### src/hw/ppu_pkg.sv
/* ppu output back end package
   shared widths, config word fields, resolution and video-mode codes */

package ppu_pkg;

  // ==================================================
  // widths
  // ==================================================

  // bits per colour channel, default for the top level
  localparam int COLOR_W = 8;

  // config word and status word
  localparam int CFG_W   = 20;
  localparam int STATE_W = 7;

  // ==================================================
  // config word field positions
  // ==================================================

  // 4-bit target resolution
  localparam int CFG_RES_LSB     = 0;

  localparam int CFG_FORCE60_BIT = 4;
  localparam int CFG_FORCE50_BIT = 5;
  // low latency mode blocks the 50/60 Hz override
  localparam int CFG_LLM_BIT     = 6;
  localparam int CFG_VGA480_BIT  = 7;
  localparam int CFG_LIMRGB_BIT  = 8;

  // 240p scanlines
  localparam int CFG_SL240_EN_BIT  = 9;
  localparam int CFG_SL240_STR_LSB = 10;

  // 480i scanlines, link bit reuses the 240p strength
  localparam int CFG_SL480_EN_BIT   = 14;
  localparam int CFG_SL480_LINK_BIT = 15;
  localparam int CFG_SL480_STR_LSB  = 16;

  // ==================================================
  // codes
  // ==================================================

  typedef enum logic [3:0] {
    RES_240P  = 4'd0,
    RES_288P  = 4'd1,
    RES_480P  = 4'd2,
    RES_576P  = 4'd3,
    RES_720P  = 4'd4,
    RES_960P  = 4'd5,
    RES_1080P = 4'd6,
    RES_1200P = 4'd7,
    RES_1440P = 4'd8
  } res_e;

  // 240p60 has to stay at zero, it is the reset mode
  typedef enum logic [4:0] {
    VM_240P60  = 5'd0,
    VM_480P60  = 5'd1,
    VM_VGAP60  = 5'd2,
    VM_720P60  = 5'd3,
    VM_960P60  = 5'd4,
    VM_1080P60 = 5'd5,
    VM_1200P60 = 5'd6,
    VM_1440P60 = 5'd7,
    VM_288P50  = 5'd8,
    VM_576P50  = 5'd9,
    VM_720P50  = 5'd10,
    VM_960P50  = 5'd11,
    VM_1080P50 = 5'd12,
    VM_1200P50 = 5'd13,
    VM_1440P50 = 5'd14
  } vmode_e;

  // ==================================================
  // post processing constants
  // ==================================================

  // scanline drawn from this relative row position on
  localparam logic [7:0] SL_POS_START = 8'hC0;

  // limited range, c*220/256 + 16
  localparam logic [7:0] LIM_COEFF  = 8'd220;
  localparam logic [7:0] LIM_OFFSET = 8'd16;

endpackage

### src/hw/ppu_cfg_decode.sv
/* configuration decode, resyncs config word and input flags to VCLK_Tx
   and resolves output video mode, scanline and limited range settings */

`timescale 1ns/1ps

module ppu_cfg_decode
  import ppu_pkg::*;
(
  input  logic               VCLK_Tx,
  input  logic               nVRST_Tx,
  input  logic [CFG_W-1:0]   config_i,
  input  logic               palmode_i,
  input  logic               n64_480i_i,
  output logic               sl_en_o,
  output logic [7:0]         sl_str_o,
  output logic               lim_en_o,
  output logic [STATE_W-1:0] ppu_state_o
);

  // ==================================================
  // two stage resync
  // ==================================================

  logic [CFG_W-1:0] cfg_s1, cfg_s2;
  logic             pal_s1, pal_s2;
  logic             i480_s1, i480_s2;

  always_ff @(posedge VCLK_Tx or negedge nVRST_Tx) begin
    if (!nVRST_Tx) begin
      cfg_s1  <= '0;
      cfg_s2  <= '0;
      pal_s1  <= 1'b0;
      pal_s2  <= 1'b0;
      i480_s1 <= 1'b0;
      i480_s2 <= 1'b0;
    end else begin
      cfg_s1  <= config_i;
      cfg_s2  <= cfg_s1;
      pal_s1  <= palmode_i;
      pal_s2  <= pal_s1;
      i480_s1 <= n64_480i_i;
      i480_s2 <= i480_s1;
    end
  end

  // ==================================================
  // video mode tables
  // ==================================================

  res_e   res;
  logic   llm;
  logic   use_60, use_50;
  vmode_e vm_ntsc, vm_pal, vm_next;

  assign res = res_e'(cfg_s2[CFG_RES_LSB +: 4]);
  assign llm = cfg_s2[CFG_LLM_BIT];

  // override not allowed in llm or against the native line count
  assign use_60 = cfg_s2[CFG_FORCE60_BIT] && !llm && (res != RES_288P);
  assign use_50 = cfg_s2[CFG_FORCE50_BIT] && !llm && (res != RES_240P);

  always_comb begin
    case (res)
      RES_240P:  vm_ntsc = VM_240P60;
      RES_720P:  vm_ntsc = VM_720P60;
      RES_960P:  vm_ntsc = VM_960P60;
      RES_1080P: vm_ntsc = VM_1080P60;
      RES_1200P: vm_ntsc = VM_1200P60;
      RES_1440P: vm_ntsc = VM_1440P60;
      default:   vm_ntsc = cfg_s2[CFG_VGA480_BIT] ? VM_VGAP60 : VM_480P60;
    endcase
  end

  always_comb begin
    case (res)
      RES_576P:  vm_pal = VM_576P50;
      RES_720P:  vm_pal = VM_720P50;
      RES_960P:  vm_pal = VM_960P50;
      RES_1080P: vm_pal = VM_1080P50;
      RES_1200P: vm_pal = VM_1200P50;
      RES_1440P: vm_pal = VM_1440P50;
      default:   vm_pal = VM_288P50;
    endcase
  end

  always_comb begin
    if (use_60)
      vm_next = vm_ntsc;
    else if (use_50)
      vm_next = vm_pal;
    else
      vm_next = pal_s2 ? vm_pal : vm_ntsc;
  end

  // ==================================================
  // scanline selection
  // ==================================================

  logic       sl_en_next;
  logic [3:0] sl_str4;

  always_comb begin
    if (!i480_s2) begin
      sl_en_next = cfg_s2[CFG_SL240_EN_BIT];
      sl_str4    = cfg_s2[CFG_SL240_STR_LSB +: 4];
    end else begin
      sl_en_next = cfg_s2[CFG_SL480_EN_BIT];
      // linked 480i follows the 240p strength
      sl_str4    = cfg_s2[CFG_SL480_LINK_BIT] ? cfg_s2[CFG_SL240_STR_LSB +: 4]
                                              : cfg_s2[CFG_SL480_STR_LSB +: 4];
    end
  end

  // ==================================================
  // decode register
  // ==================================================

  vmode_e vmode_q;
  logic   pal_q, i480_q;

  always_ff @(posedge VCLK_Tx or negedge nVRST_Tx) begin
    if (!nVRST_Tx) begin
      vmode_q  <= VM_240P60;
      pal_q    <= 1'b0;
      i480_q   <= 1'b0;
      sl_en_o  <= 1'b0;
      sl_str_o <= 8'd0;
      lim_en_o <= 1'b0;
    end else begin
      vmode_q  <= vm_next;
      pal_q    <= pal_s2;
      i480_q   <= i480_s2;
      sl_en_o  <= sl_en_next;
      // 16*(s+1)-1
      sl_str_o <= {sl_str4, 4'hF};
      lim_en_o <= cfg_s2[CFG_LIMRGB_BIT];
    end
  end

  assign ppu_state_o = {vmode_q, i480_q, pal_q};

endmodule

### src/hw/scanline_emu.sv
/* scanline emulation, darkens pixels on scanline rows by the strength
   two cycle pipeline for syncs and pixels */

`timescale 1ns/1ps

module scanline_emu
  import ppu_pkg::*;
#(
  parameter int COLOR_W = ppu_pkg::COLOR_W
) (
  input  logic                 VCLK_Tx,
  input  logic                 nVRST_Tx,
  input  logic                 hsync_i,
  input  logic                 vsync_i,
  input  logic                 de_i,
  input  logic [3*COLOR_W-1:0] vd_i,
  input  logic [7:0]           sl_rel_pos_i,
  input  logic                 sl_en_i,
  input  logic [7:0]           sl_str_i,
  output logic                 hsync_o,
  output logic                 vsync_o,
  output logic                 de_o,
  output logic [3*COLOR_W-1:0] vd_o
);

  logic [COLOR_W+7:0] prod_q [3];
  logic [COLOR_W-1:0] col_q  [3];
  logic               sl_draw_q;
  logic [1:0]         hs_q, vs_q, de_q;

  // ==================================================
  // stage 1, channel times strength
  // ==================================================

  always_ff @(posedge VCLK_Tx or negedge nVRST_Tx) begin
    if (!nVRST_Tx) begin
      for (int ch = 0; ch < 3; ch++) begin
        prod_q[ch] <= '0;
        col_q[ch]  <= '0;
      end
      sl_draw_q <= 1'b0;
    end else begin
      for (int ch = 0; ch < 3; ch++) begin
        prod_q[ch] <= (COLOR_W+8)'(vd_i[ch*COLOR_W +: COLOR_W]) * (COLOR_W+8)'(sl_str_i);
        col_q[ch]  <= vd_i[ch*COLOR_W +: COLOR_W];
      end
      sl_draw_q <= sl_en_i && (sl_rel_pos_i >= SL_POS_START);
    end
  end

  // ==================================================
  // stage 2, subtract the scaled part on scanline rows
  // ==================================================

  always_ff @(posedge VCLK_Tx or negedge nVRST_Tx) begin
    if (!nVRST_Tx) begin
      vd_o <= '0;
    end else begin
      for (int ch = 0; ch < 3; ch++) begin
        if (sl_draw_q)
          vd_o[ch*COLOR_W +: COLOR_W] <= col_q[ch] - prod_q[ch][COLOR_W+7:8];
        else
          vd_o[ch*COLOR_W +: COLOR_W] <= col_q[ch];
      end
    end
  end

  // syncs follow the pixel pipe
  always_ff @(posedge VCLK_Tx or negedge nVRST_Tx) begin
    if (!nVRST_Tx) begin
      hs_q <= '0;
      vs_q <= '0;
      de_q <= '0;
    end else begin
      hs_q <= {hs_q[0], hsync_i};
      vs_q <= {vs_q[0], vsync_i};
      de_q <= {de_q[0], de_i};
    end
  end

  assign hsync_o = hs_q[1];
  assign vsync_o = vs_q[1];
  assign de_o    = de_q[1];

endmodule

### src/hw/rgb_limiter.sv
/* rgb output stage, optional full to limited range mapping (16..235)
   and the final sync, de and pixel registers */

`timescale 1ns/1ps

module rgb_limiter
  import ppu_pkg::*;
#(
  parameter int COLOR_W = ppu_pkg::COLOR_W
) (
  input  logic                 VCLK_Tx,
  input  logic                 nVRST_Tx,
  input  logic                 hsync_i,
  input  logic                 vsync_i,
  input  logic                 de_i,
  input  logic [3*COLOR_W-1:0] vd_i,
  input  logic                 lim_en_i,
  output logic                 hsync_o,
  output logic                 vsync_o,
  output logic                 de_o,
  output logic [3*COLOR_W-1:0] vd_o
);

  logic [COLOR_W+7:0]   lim_prod [3];
  logic [COLOR_W:0]     lim_q1   [3];
  logic [COLOR_W-1:0]   lim_q2   [3];
  logic [3*COLOR_W-1:0] full_q1, full_q2;
  logic [2:0]           hs_q, vs_q, de_q;

  // c * 220, one extra bit kept below the /256 point for rounding
  always_comb begin
    for (int ch = 0; ch < 3; ch++)
      lim_prod[ch] = (COLOR_W+8)'(vd_i[ch*COLOR_W +: COLOR_W]) * (COLOR_W+8)'(LIM_COEFF);
  end

  // ==================================================
  // stages 1 and 2, scale and round half up
  // ==================================================

  always_ff @(posedge VCLK_Tx or negedge nVRST_Tx) begin
    if (!nVRST_Tx) begin
      for (int ch = 0; ch < 3; ch++) begin
        lim_q1[ch] <= '0;
        lim_q2[ch] <= '0;
      end
      full_q1 <= '0;
      full_q2 <= '0;
    end else begin
      for (int ch = 0; ch < 3; ch++) begin
        lim_q1[ch] <= lim_prod[ch][COLOR_W+7:7];
        lim_q2[ch] <= lim_q1[ch][COLOR_W:1] + COLOR_W'(lim_q1[ch][0]);
      end
      full_q1 <= vd_i;
      full_q2 <= full_q1;
    end
  end

  // ==================================================
  // stage 3, offset and output registers
  // ==================================================

  always_ff @(posedge VCLK_Tx or negedge nVRST_Tx) begin
    if (!nVRST_Tx) begin
      vd_o <= '0;
    end else if (lim_en_i) begin
      for (int ch = 0; ch < 3; ch++)
        vd_o[ch*COLOR_W +: COLOR_W] <= lim_q2[ch] + COLOR_W'(LIM_OFFSET);
    end else begin
      vd_o <= full_q2;
    end
  end

  always_ff @(posedge VCLK_Tx or negedge nVRST_Tx) begin
    if (!nVRST_Tx) begin
      hs_q <= '0;
      vs_q <= '0;
      de_q <= '0;
    end else begin
      hs_q <= {hs_q[1:0], hsync_i};
      vs_q <= {vs_q[1:0], vsync_i};
      de_q <= {de_q[1:0], de_i};
    end
  end

  assign hsync_o = hs_q[2];
  assign vsync_o = vs_q[2];
  assign de_o    = de_q[2];

endmodule

### src/hw/ppu_out_top.sv
/* transmit clock back end of the post processing unit
   config decode, scanline emulation and rgb output stage */

`timescale 1ns/1ps

module ppu_out_top
  import ppu_pkg::*;
#(
  parameter int COLOR_W = ppu_pkg::COLOR_W
) (
  input  logic                 VCLK_Tx,
  input  logic                 nVRST_Tx,
  // async levels
  input  logic [CFG_W-1:0]     config_i,
  input  logic                 palmode_i,
  input  logic                 n64_480i_i,
  // scaled video, one pixel per cycle
  input  logic                 hsync_i,
  input  logic                 vsync_i,
  input  logic                 de_i,
  input  logic [3*COLOR_W-1:0] vd_i,
  input  logic [7:0]           sl_rel_pos_i,
  output logic [STATE_W-1:0]   ppu_state_o,
  output logic                 hsync_o,
  output logic                 vsync_o,
  output logic                 de_o,
  output logic [3*COLOR_W-1:0] vd_o
);

  logic                 sl_en;
  logic [7:0]           sl_str;
  logic                 lim_en;
  logic                 sl_hsync, sl_vsync, sl_de;
  logic [3*COLOR_W-1:0] sl_vd;

  // ==================================================
  // settings
  // ==================================================

  ppu_cfg_decode ppu_cfg_decode_i (
    .VCLK_Tx     (VCLK_Tx),
    .nVRST_Tx    (nVRST_Tx),
    .config_i    (config_i),
    .palmode_i   (palmode_i),
    .n64_480i_i  (n64_480i_i),
    .sl_en_o     (sl_en),
    .sl_str_o    (sl_str),
    .lim_en_o    (lim_en),
    .ppu_state_o (ppu_state_o)
  );

  // ==================================================
  // video path
  // ==================================================

  scanline_emu #(
    .COLOR_W (COLOR_W)
  ) scanline_emu_i (
    .VCLK_Tx      (VCLK_Tx),
    .nVRST_Tx     (nVRST_Tx),
    .hsync_i      (hsync_i),
    .vsync_i      (vsync_i),
    .de_i         (de_i),
    .vd_i         (vd_i),
    .sl_rel_pos_i (sl_rel_pos_i),
    .sl_en_i      (sl_en),
    .sl_str_i     (sl_str),
    .hsync_o      (sl_hsync),
    .vsync_o      (sl_vsync),
    .de_o         (sl_de),
    .vd_o         (sl_vd)
  );

  rgb_limiter #(
    .COLOR_W (COLOR_W)
  ) rgb_limiter_i (
    .VCLK_Tx  (VCLK_Tx),
    .nVRST_Tx (nVRST_Tx),
    .hsync_i  (sl_hsync),
    .vsync_i  (sl_vsync),
    .de_i     (sl_de),
    .vd_i     (sl_vd),
    .lim_en_i (lim_en),
    .hsync_o  (hsync_o),
    .vsync_o  (vsync_o),
    .de_o     (de_o),
    .vd_o     (vd_o)
  );

endmodule

### config.mk
export PLATFORM = sky130hd
export DESIGN_NAME = ppu_out_top
export DESIGN_NICKNAME = d
export VERILOG_FILES = /design/src/hw/ppu_pkg.sv /design/src/hw/ppu_cfg_decode.sv /design/src/hw/scanline_emu.sv /design/src/hw/rgb_limiter.sv /design/src/hw/ppu_out_top.sv
export SDC_FILE = /design/constraint.sdc
export NUM_CORES = 1
export LEC_CHECK = 0
export ABC_AREA = 1
export BUFFER_PORTS_ARGS = -buffer_cell sky130_fd_sc_hd__buf_2
export CORE_AREA = 4 4 212 214
export DETAILED_ROUTE_END_ITERATION = 6
export DIE_AREA = 0 0 216 218
export GPL_TIMING_DRIVEN = 0
export PLACE_DENSITY = 0.72
export SYNTH_ARGS = -nofsm -noshare
export SYNTH_HDL_FRONTEND = slang
export SYNTH_HIERARCHICAL = 1
export SYNTH_SLANG_ARGS = --single-unit
### constraint.sdc
create_clock -name VCLK_Tx -period 3.99 [get_ports VCLK_Tx]
set_input_delay 0.399 -clock VCLK_Tx [delete_from_list [all_inputs] [get_ports VCLK_Tx]]
set_output_delay 0.399 -clock VCLK_Tx [all_outputs]
set_load 0.03 [all_outputs]
# Yosys cells after proc, flatten, opt, wreduce, memory -nomap -nowiden
# Cells that the tools add are included.
[totals]
elab_cells = 79
register_bits = 296
out_inout_bits = 34
in_bits = 59
[classes]
n_lt_le_gt_ge = 1
mux = 13
reduce_logical = 8
add_sub_neg = 9
n_eq_ne = 7
multipliers = 6
[ops]
columns = ["operator", "n"]
rows = [
  ["8-bit by 8-bit multiplier with 16-bit output", 3],
  ["8-bit by 6-bit multiplier with 14-bit output, second input constant", 3],
  ["5-bit case mux with 6 select lines", 1],
  ["8-bit by 1-bit adder with 8-bit output", 3],
  ["8-bit by 5-bit adder with 8-bit output, second input constant", 3],
  ["24-bit two-way mux", 1],
  ["8-bit two-way mux", 3],
  ["8-bit subtractor", 3],
  ["3-bit case mux with 6 select lines", 1],
  ["4-bit by 3-bit == test with 1-bit output, second input constant", 4],
  ["5-bit two-way mux", 3],
  ["8-bit greater-or-equal comparator, second input constant", 1],
  ["4-bit two-way mux", 2],
  ["1-bit logical AND", 5],
  ["4-bit by 2-bit == test with 1-bit output, second input constant", 1],
  ["4-bit == test, second input constant", 1],
  ["4-bit logical NOT", 1],
  ["4-bit by 1-bit inequality test with 1-bit output, second input constant", 1],
  ["4-bit nonzero test", 1],
  ["2-bit two-way mux", 1],
  ["1-bit logical NOT", 1],
  ["1-bit two-way mux", 1],
]

# Depth between registers and ports, before layout
# Gate-level depths: netlist (run 1).
[logic_depth]
depth_word = 5
mapped_depth = 21
depth_no_buf = 19

# Modules after synthesis
# The synthesis (run 1) kept the hierarchy.
[modules_own_cells]
columns = ["mod", "instances", "seq_area_each_um2", "cells_per_inst", "area_each_um2"]
rows = [
  ["scanline_emu", 1, 1976.9, 1325, 9864.5],
  ["rgb_limiter", 1, 3303.2, 744, 7499.7],
  ["ppu_cfg_decode", 1, 1426.4, 114, 1745.4],
]

# Worst setup path before layout (run 1)
# OpenSTA, ideal clock, no wires.
[synth_path]
path_type = "reg2reg"
from = "reg ppu_cfg_decode_i.sl_str_o[3]"
to = "reg scanline_emu_i/prod_q[31] in the netlist's numbering"
required_ps = 3873
arrival_time_ps = 3892
period_less_slack_ps = 4009
setup_ps = 117
stages_incl_launch_ff = 18
path_slack_ps = -19
n_path_buf = 2
cell_sequence = "dfrtp_1 -> buf_4 -> clkbuf_1 -> nand2_1 -> inv_1 -> fa_1 -> fa_1 -> fa_1 -> inv_1 -> fa_1 -> inv_1 -> ha_1 -> a21oi_1 -> o21ai_0 -> a21oi_1 -> nand2_1 -> nand2_1 -> nand2_1"
[synth_between]
elab_chain_len = 1
[synth_lines]
columns = ["element", "line_no", "source"]
rows = [
  ["start, declared", "ppu_cfg_decode.sv:15", "output logic [7:0] sl_str_o,"],
  ["start signal, assigned", "ppu_cfg_decode.sv:135", "sl_str_o <= {sl_str4, 4'hF};"],
  ["8-bit by 8-bit multiplier with 16-bit output", "scanline_emu.sv:44", "prod_q[ch] <= (COLOR_W+8)'(vd_i[ch*COLOR_W +: COLOR_W]) * (COLOR_W+8)'(sl_str_i);"],
  ["end signal, assigned by index", "scanline_emu.sv:44", ""],
  ["end, declared", "scanline_emu.sv:26", "logic [COLOR_W+7:0] prod_q [3];"],
]
# No other way between the ends.

# Worst setup path in the final report (run 1)
[layout_path]
from = "reg ppu_cfg_decode_i.sl_str_o[7]"
to = "reg scanline_emu_i/prod_q[15] in the netlist's numbering"
# Same word-level chain as after synthesis.

==> results by group, run 1 <==
Power
  • Leak Pwr: 12.8 nW
  • Cell area power density: 692 nW/µm²
  • Clock power share: 17.7%
  • VDD IR max: 0.462 mV
  • Internal power: 8.69 mW
  • Logic pwr share: 58.5%
  • Switch share: 44.4%
  • Psw: 6.95 mW
  • Total power: 15.6 mW
  • Flop pwr share: 23.8%

Worst setup path
  • CP max-delay cell: fa_1
  • Crit-path max cell delay: 0.53 ns
  • CP Cell Sequence: buf_4 > nand2_1 > fa_1 > fa_1 > inv_2 > fa_1 > inv_2 > fa_1 > inv_2 > ha_4 > nand2_4 > nor4_4 > nand2_1 > nand3_1 > nand2_2
  • R2R Path Start: ppu_cfg_decode_i/sl_str_o[7]
  • CP Max Fanout: 10
  • Most used cell, CP: fa_1
  • Critical path capture point type: flop
  • Critical path launch point: ppu_cfg_decode_i/sl_str_o[7]
  • CP Launch Type: flop
  • Critical Path RT: 4.42 ns
  • CP Class: reg2reg
  • WP data arrival: 4.48 ns

Logic synthesis
  • Post-synthesis xor/xnor area fraction: 2.47%
  • Compound-cell area share of the yosys netlist: 4.31%
  • Synth Area in Adders: 29.6%
  • Syn Area/Cell: 8.75 µm²
  • Largest family of logic cells by synthesized area: adder cells
  • Register area share after synthesis: 35.1%
  • Post-synth net total: 2,603
  • Mapped Area: 19,100 µm²
  • Syn Inst Count: 2,183
  • Mux contribution to synthesized area: 0.295%
  • Yosys warns: 6
  • Post-synthesis simple-gate area fraction: 16.7%
  • #FFs+latches synth: 268
  • Netlist cell types: 39

STA
  • Setup ws final: -0.0656 ns
  • Final period util: 102%
  • Final Setup Violations: 2
  • Final Max Tran Viols: 0
  • Slew @ Worst Pin: 0.593 ns
  • RSZ-0062 raised after global routing: yes
  • Worst Skew: 0.00940 ns
  • Fin. Hold Viols: 0
  • Relative max-transition margin: 60.5%
  • Tmin final: 4.06 ns
  • Max Clk Rate: 0.247 GHz

Run status
  • Violated checks: negative setup slack
  • Status: complete, but fails checks

Global routing
  • Vias in the first global route: 14,500
  • Initial antenna violation count: 2
  • Global-route wire length before repair: 66,400 µm
  • Largest net degree at the start of global routing: 124
  • Overflow after GRT: 0
  • Tot GR Track Use: 16.7%

Routing
  • DRT antenna net count: 0
  • First-pass detailed-route iteration total: 5
  • Starting DRT DRC Count: 865
  • Routed WL per cell: 13.3 µm
  • Vias: 14,000
  • Number of remaining DRC errors: 0
  • WL final: 39,300 µm
  • Via-per-instance ratio: 4.72

Placed design
  • HPWL Detailed: 30,300 µm
  • Placed Instances: 2,855
  • GP Congestion: 0.926
  • Port bufs: 85

Die
  • Ports: 93
  • Die Y: 218 µm
  • DIE AREA: 47,100 µm²
  • Initial Util: 44.6%
  • Die width: 216 µm
  • FP Rows: 76
  • Core area: 42,900 µm²

CTS
  • CTS Buffer Depth: 3
  • Num CTS Buffers: 29
  • Clock Latency Late Sink: 0.56 ns
  • Worst-path clk slew: 0.06 ns
  • Root Buffer: clkbuf_16
  • # clock sinks: 268
  • H-tree depth: 1
  • TritonCTS clock tree: built

Cells and area
  • Final core occ: 52.7%
  • Layout Nets: 2,779
  • Final Non-Filler Cells: 2,967
  • ANT cells: 0
  • Share of layout cells above drive strength 1: 13.7%
  • Filler cells: 3,768
  • Layout area overhead: 18.3%

Min path
  • Worst hold start: vd_i[0]
  • Worst min path class: in2reg

Run
  • Max Cap Violations: 0
[registers in the layout (all words and copies together) (netlist names), 2 cells and up]
signal,cells
scanline_emu_i/col_q,24
rgb_limiter_i/full_q2,24
scanline_emu_i/vs_q,2
rgb_limiter_i/lim_q1,27
scanline_emu_i/prod_q,24
rgb_limiter_i/vs_q,3
ppu_cfg_decode_i/vmode_q,4
scanline_emu_i/hs_q,2
rgb_limiter_i/hs_q,3
ppu_cfg_decode_i/cfg_s2,20
rgb_limiter_i/full_q1,24
rgb_limiter_i/lim_q2,24
rgb_limiter_i/vd_o,24
ppu_cfg_decode_i/sl_str_o,5
ppu_cfg_decode_i/cfg_s1,20
rgb_limiter_i/de_q,3
scanline_emu_i/vd_o,24
scanline_emu_i/de_q,2
[critical path: cells and delay by family, from the launching register on]
family,cells,cell delay [ns]
flip-flops,1,0.47
buffers and inverters,4,0.37
AND/OR/NAND/NOR,6,0.74
adder cells (fa/ha/maj),5,2.34
[layout make-up]
| type | instances | area [µm²] | share of cell area, % |
|---|---|---|---|
| clock inverters | 18 | 226 | 1.00 |
| repair buffers | 153 | 1110 | 4.93 |
| well taps | 585 | 732 | 3.24 |
| plain buffers | 43 | 349 | 1.54 |
| inverters | 516 | 1940 | 8.57 |
| multi-input cells | 1348 | 10700 | 47.5 |
| flip-flops and latches | 268 | 6710 | 29.7 |
| clock buffers | 36 | 792 | 3.50 |
[kinds of logic after synthesis]
| family | Yosys count |
|---|---|
| AO/OA/AOI/OAI | 152 |
| XOR/XNOR | 54 |
| other | 2 |
| flip-flops | 268 |
| multiplexers | 5 |
| AND/OR/NAND/NOR | 774 |
| buffers and inverters | 567 |
| adder cells (fa/ha/maj) | 361 |
[power by group through the flow]
| stage | Clock (mW) | Sequential [mW] | Combinational (mW) |
|---|---|---|---|
| 2_1_floorplan | 0 | 3.87 | 6.01 |
| 3_3_place_gp | 0 | 3.76 | 7.69 |
| 3_5_place_dp | 0 | 3.78 | 7.88 |
| 4_1_cts | 2.84 | 3.73 | 8.35 |
| 5_1_grt | 2.95 | 3.80 | 10.5 |
| 6_report | 2.76 | 3.72 | 9.16 |
[metal layers]
| layer | share of wire, % | GRT usage (%) | vias up |
|---|---|---|---|
| li1 | - | - | 6914 |
| met1 | 42 | 20.7 | 6721 |
| met2 | 52 | 30.7 | 308 |
| met3 | 4.4 | 2.27 | 71 |
| met4 | 2.4 | 4.10 | 4 |
| met5 | 0.053 | 0 | - |
[through the flow]
| step | setup slack, ns | area, µm² | TNS, ns | hold slack, ns |
|---|---|---|---|---|
| finish | -0.0656 | 22600 | -0.0845 | 0.0641 |
| global route | -0.149 | 22600 | -1.37 | 0.0447 |
| CTS | 0.000897 | 22200 | 0 | 0.0336 |
| detailed placement | -0.942 | 20300 | -16.33 | 0.288 |
| global placement | -2.01 | 20300 | -545.66 | 0.332 |
| floorplan | 0.00388 | 19100 | 0 | 0.103 |
[repair_timing]
action / CTS / global route
hold buffers: 45 / 0
buffers inserted: 10 / 9
endpoints found under the setup margin: 24 / 24
hold endpoints to repair: 77 / 0
cloned: 0 / 2
resized for setup: 76 / 101
pin swaps: 20 / 62
[Yosys cell counts]
cell type | count | area share [%]
buf_4 | 6 | 0.24
nor2_4 | 1 | 0.059
o21ai_0 | 52 | 1.4
a31oi_1 | 2 | 0.065
clkbuf_1 | 25 | 0.49
a21o_1 | 2 | 0.079
o21ai_2 | 3 | 0.14
nand2_4 | 1 | 0.059
buf_2 | 10 | 0.26
buf_1 | 1 | 0.020
a21oi_1 | 74 | 1.9
nand4_1 | 27 | 0.88
conb_1 | 2 | 0.039
xnor2_1 | 18 | 0.82
and3_1 | 1 | 0.033
fa_1 | 153 | 16
xor2_1 | 36 | 1.6
a21boi_0 | 2 | 0.079
o21a_1 | 4 | 0.16
buf_6 | 1 | 0.059
inv_1 | 515 | 10
clkbuf_2 | 8 | 0.21
nand3b_1 | 2 | 0.079
inv_2 | 1 | 0.020
nand3_1 | 79 | 2.1
o21ai_1 | 2 | 0.052
nor3_1 | 4 | 0.10
or2_1 | 1 | 0.033
nor2_1 | 72 | 1.4
mux2_2 | 5 | 0.29
nor4_1 | 5 | 0.16
nor2_2 | 8 | 0.26
nand2_1 | 554 | 11
nor3_2 | 3 | 0.16
nand2_2 | 16 | 0.52
o211a_1 | 1 | 0.052
ha_1 | 208 | 14
dfrtp_1 | 268 | 35
o21bai_1 | 10 | 0.39
[worst paths after layout]
kind,depth (start not counted),endpoint,slack (ns)
max,15,scanline_emu_i/prod_q[15],-0.07
min,1,scanline_emu_i/col_q[16],0.06
max reg2reg,15,scanline_emu_i/prod_q[15],-0.07
min reg2reg,0,rgb_limiter_i/full_q2[5],0.34
max in group asynchronous,3,ppu_cfg_decode_i/sl_str_o[7],2.80
min in group asynchronous,2,rgb_limiter_i/vd_o[4],0.29
[cell usage in the layout, fill, tap and decap left out, drive strengths merged]
cell type and n:
nor4 5, xor2 36, o211a 1, a21o 2
conb 2, dlygate4sd3 45, inv 518, nor2 81
o21a 4, a31oi 2, mux2 5, nand2 571
nor3 7, clkinvlp 4, ha 208, nand3b 2
a21boi 2, o21bai 10, and3 1, clkbuf 60
bufinv 4, fa 153, nand4 27, or2 1
dfrtp 268, xnor2 18, buf 127, o21ai 57
a21oi 74, nand3 79, clkinv 8
Note: power is estimated with default switching activity, not from simulation.
==> inputs of run 2 (changes only) <==
--- a/config.mk
+++ b/config.mk
@@ -5,14 +5,15 @@
 export SDC_FILE = /design/constraint.sdc
 export NUM_CORES = 1
 export LEC_CHECK = 0
-export ABC_AREA = 1
 export BUFFER_PORTS_ARGS = -buffer_cell sky130_fd_sc_hd__buf_2
-export CORE_AREA = 4 4 212 214
+export CORE_AREA = 4 4 204 206
 export DETAILED_ROUTE_END_ITERATION = 6
-export DIE_AREA = 0 0 216 218
+export DIE_AREA = 0 0 208 210
 export GPL_TIMING_DRIVEN = 0
-export PLACE_DENSITY = 0.72
+export PLACE_DENSITY = 0.73
+export RECOVER_POWER = 25
 export SYNTH_ARGS = -nofsm -noshare
 export SYNTH_HDL_FRONTEND = slang
 export SYNTH_HIERARCHICAL = 1
 export SYNTH_SLANG_ARGS = --single-unit
+export TNS_END_PERCENT = 5
==> run 2 against run 1 <==
Net effect: the flow finishes with violations (max-capacitance violations, max-slew violations, negative setup slack); area after synthesis shrank 7.1%; count of clock-buffer cells in the layout fell by 3; routed wire length down 15%; final cell count fell by 24%; combinational power shrank 20%; global-route usage shrank 0.66 points; die area shrank 7.2%; synthesized cell count fell by 28%; utilization is 1.2 points lower; register-to-register slack worse by 0.31 ns; critical path type unchanged.
==> results by group, run 2 <==
Worst setup path
  • CP Class: reg2reg
  • CP Max Fanout: 10
  • Critical path launch point: ppu_cfg_decode_i/sl_str_o[4]
  • CP Launch Type: flop
  • CP max-delay cell: fa_1
  • Most used cell, CP: fa_1
  • CP Cell Sequence: clkbuf_4 > and2_1 > fa_1 > fa_1 > fa_1 > inv_1 > fa_1 > inv_1 > ha_4 > nand2_2 > a21oi_1 > a211oi_2 > a31oi_4 > or4_1 > o311ai_1
  • Crit-path max cell delay: 0.56 ns
  • WP data arrival: 4.82 ns
  • R2R Path Start: ppu_cfg_decode_i/sl_str_o[4]
  • Critical Path RT: 4.44 ns
  • Critical path capture point type: flop

Die
  • Core area: 39,600 µm²
  • FP Rows: 73
  • Die width: 208 µm
  • Ports: 93
  • DIE AREA: 43,700 µm²
  • Initial Util: 44.8%
  • Die Y: 210 µm

Logic synthesis
  • Count leader, synth: inv_1
  • #FFs+latches synth: 268
  • Synth cell count leaders: 272 x inv_1, 268 x dfrtp_1, 208 x ha_1, 153 x fa_1, 141 x and2_1
  • Area contributors post-synth: dfrtp_1 38%, fa_1 17%, ha_1 15%
  • Register area share after synthesis: 37.8%
  • Yosys warns: 6
  • Mapped Area: 17,800 µm²
  • Main synth FF type: dfrtp_1
  • Syn Inst Count: 1,569
  • Syn Area/Cell: 11.3 µm²
  • Share of Yosys cell area claimed by the top area cell type: 37.8%
  • Post-synth EDFFs: 0
  • Netlist cell types: 76
  • Synth area leader: dfrtp_1
  • Post-synth net total: 1,989
  • Post-synth ARST share: 100%

Power
  • Leak Pwr: 10.2 nW
  • Total power: 14.1 mW
  • Cell area power density: 689 nW/µm²
  • Internal power: 8.51 mW
  • Clock power share: 20.3%
  • Logic pwr share: 52.4%
  • Flop pwr share: 27.3%
  • Psw: 5.55 mW
  • VDD IR max: 0.391 mV
  • Switch share: 39.5%

Global routing
  • Largest net degree at the start of global routing: 126
  • Initial antenna violation count: 0
  • Tot GR Track Use: 16.0%
  • Global-route wire length before repair: 58,900 µm
  • Vias in the first global route: 12,400
  • Overflow after GRT: 0

STA
  • Tmin final: 4.37 ns
  • Final period util: 109%
  • Final Max Tran Viols: 34
  • Fin. Hold Viols: 0
  • Worst Skew: 0.0145 ns
  • Setup ws final: -0.375 ns
  • Worst hold slack: 0.0635 ns
  • Max Clk Rate: 0.229 GHz
  • Final Setup Violations: 20
  • RSZ-0062 raised after global routing: yes
  • Relative max-transition margin: -33.1%
  • Slew @ Worst Pin: 2.00 ns

Cells and area
  • Layout area overhead: 14.9%
  • Total area of sequential cells: 6710 µm²
  • Multi-input logic area: 10,000 µm²
  • Share of layout cells above drive strength 1: 11.6%
  • Final Non-Filler Cells: 2,261
  • Layout Nets: 2,134
  • ANT cells: 0
  • Most common cell after layout, fill and taps aside: inv_1
  • Commonest cells after routing, fill and taps aside: 272 x inv_1, 263 x dfrtp_1, 202 x ha_1
  • Max reg flops: 27
  • Largest reg by FF count: rgb_limiter_i/lim_q1
  • Filler cells: 3,449

Placed design
  • Placed Instances: 2,181
  • GP Congestion: 0.863
  • Dpl ws: -0.652 ns
  • Port bufs: 85
  • HPWL Detailed: 25,400 µm

CTS
  • Num CTS Buffers: 29
  • Worst-path clk slew: 0.06 ns
  • H-tree depth: 1
  • Clock Latency Late Sink: 0.57 ns
  • # clock sinks: 268
  • CTS Buffer Depth: 3
  • TritonCTS clock tree: built
  • Root Buffer: clkbuf_16

Routing
  • Starting DRT DRC Count: 500
  • Number of remaining DRC errors: 0
  • Routed WL per cell: 14.9 µm
  • First-pass detailed-route iteration total: 5
  • WL final: 33,600 µm
  • Vias: 11,200
  • Via-per-instance ratio: 4.95
  • DRT antenna net count: 0

Min path
  • Worst min path class: in2reg
  • Worst hold start: vd_i[17]

Run status
  • Status: complete, but fails checks
  • Violated checks: max-capacitance violations, max-slew violations, negative setup slack

Run
  • Max Cap Violations: 1
-- run 2: cell types whose count changed after synthesis, sizes merged, moves of 31 or more --
cell	previous run	this run
a21oi	74	43
and2	0	141
inv	516	272
nand2	571	73
nand3	79	25
nor2	81	39
o21ai	57	26
xnor2	18	49
-- run 2: worst max-delay path: cells and delay by family (launching register included) --
| family | cells | cell delay, ns |
|---|---|---|
| and+or+nand+nor | 3 | 0.67 |
| DFF | 1 | 0.45 |
| adders and majority gates | 5 | 2.23 |
| buffers and inverters | 3 | 0.34 |
| AOI/OAI and AO/OA | 4 | 0.57 |
-- run 2: cell families after synthesis --
group,share of synthesized area [%]
and+or+nand+nor,11.2
buffers and inverters,6.69
AOI/OAI and AO/OA,6.34
adders and majority gates,31.9
xor gates and xnor gates,3.99
DFF,37.8
muxes,2.07
other,0.0423
-- run 2: area by class of cell --
class,instances,share of cell area (%)
Buffer,32,1.18
Clock buffer,33,3.78
Clock inverter,20,1.32
Inverter,273,5.02
Multi-Input combinational cell,996,49.1
Sequential cell,268,32.9
Tap cell,525,3.22
Timing Repair Buffer,114,3.53
-- run 2: layer usage --
metal  share of wire (%)  track usage (%)  routed length, µm
met2                  51             28.8              17200
met1                  42             19.7              14100
met4                 2.6             4.89                890
met3                 4.5             2.89               1520
met5                   0                0                  0
-- run 2: metrics by stage --
| step | setup TNS (ns) | util, % | instance area, µm² |
|---|---|---|---|
| detailed placement | -9.76 | 47.9 | 19000 |
| global placement | -539.87 | 47.7 | 18900 |
| finish | -3.96 | 51.5 | 20400 |
| floorplan | -0.759 | - | 17800 |
| global route | -7.57 | 51.5 | 20400 |
| CTS | -5.08 | 51.4 | 20400 |
-- run 2: worst paths after layout --
check                      cells past startpoint  slack (ns)                           end
max                                           15       -0.38     scanline_emu_i/prod_q[13]
min                                            1        0.06       scanline_emu_i/col_q[1]
max reg2reg                                   15       -0.38     scanline_emu_i/prod_q[13]
min reg2reg                                    0        0.34   ppu_cfg_decode_i/cfg_s2[10]
max in group asynchronous                      3        1.60  ppu_cfg_decode_i/sl_str_o[4]
min in group asynchronous                      2        0.94    ppu_cfg_decode_i/cfg_s2[0]
-- run 2: power by group through the flow --
stage          combinational [mW]  sequential [mW]  clock, mW
2_1_floorplan                5.57             3.99          0
3_3_place_gp                 6.91             3.85          0
3_5_place_dp                 7.20             3.88          0
4_1_cts                      7.38             3.84       2.94
5_1_grt                      8.47             3.92       3.06
6_report                     7.37             3.83       2.85
-- run 2: repair_timing --
item / 4_1_cts / 5_1_grt
hold buffers: 26 / 0
setup buffers: 0 / 1
hold endpoints to repair: 58 / 0
gates resized for setup: 40 / 20
cloned: 0 / 0
pin swaps: 11 / 1
setup endpoints to repair: 24 / 24
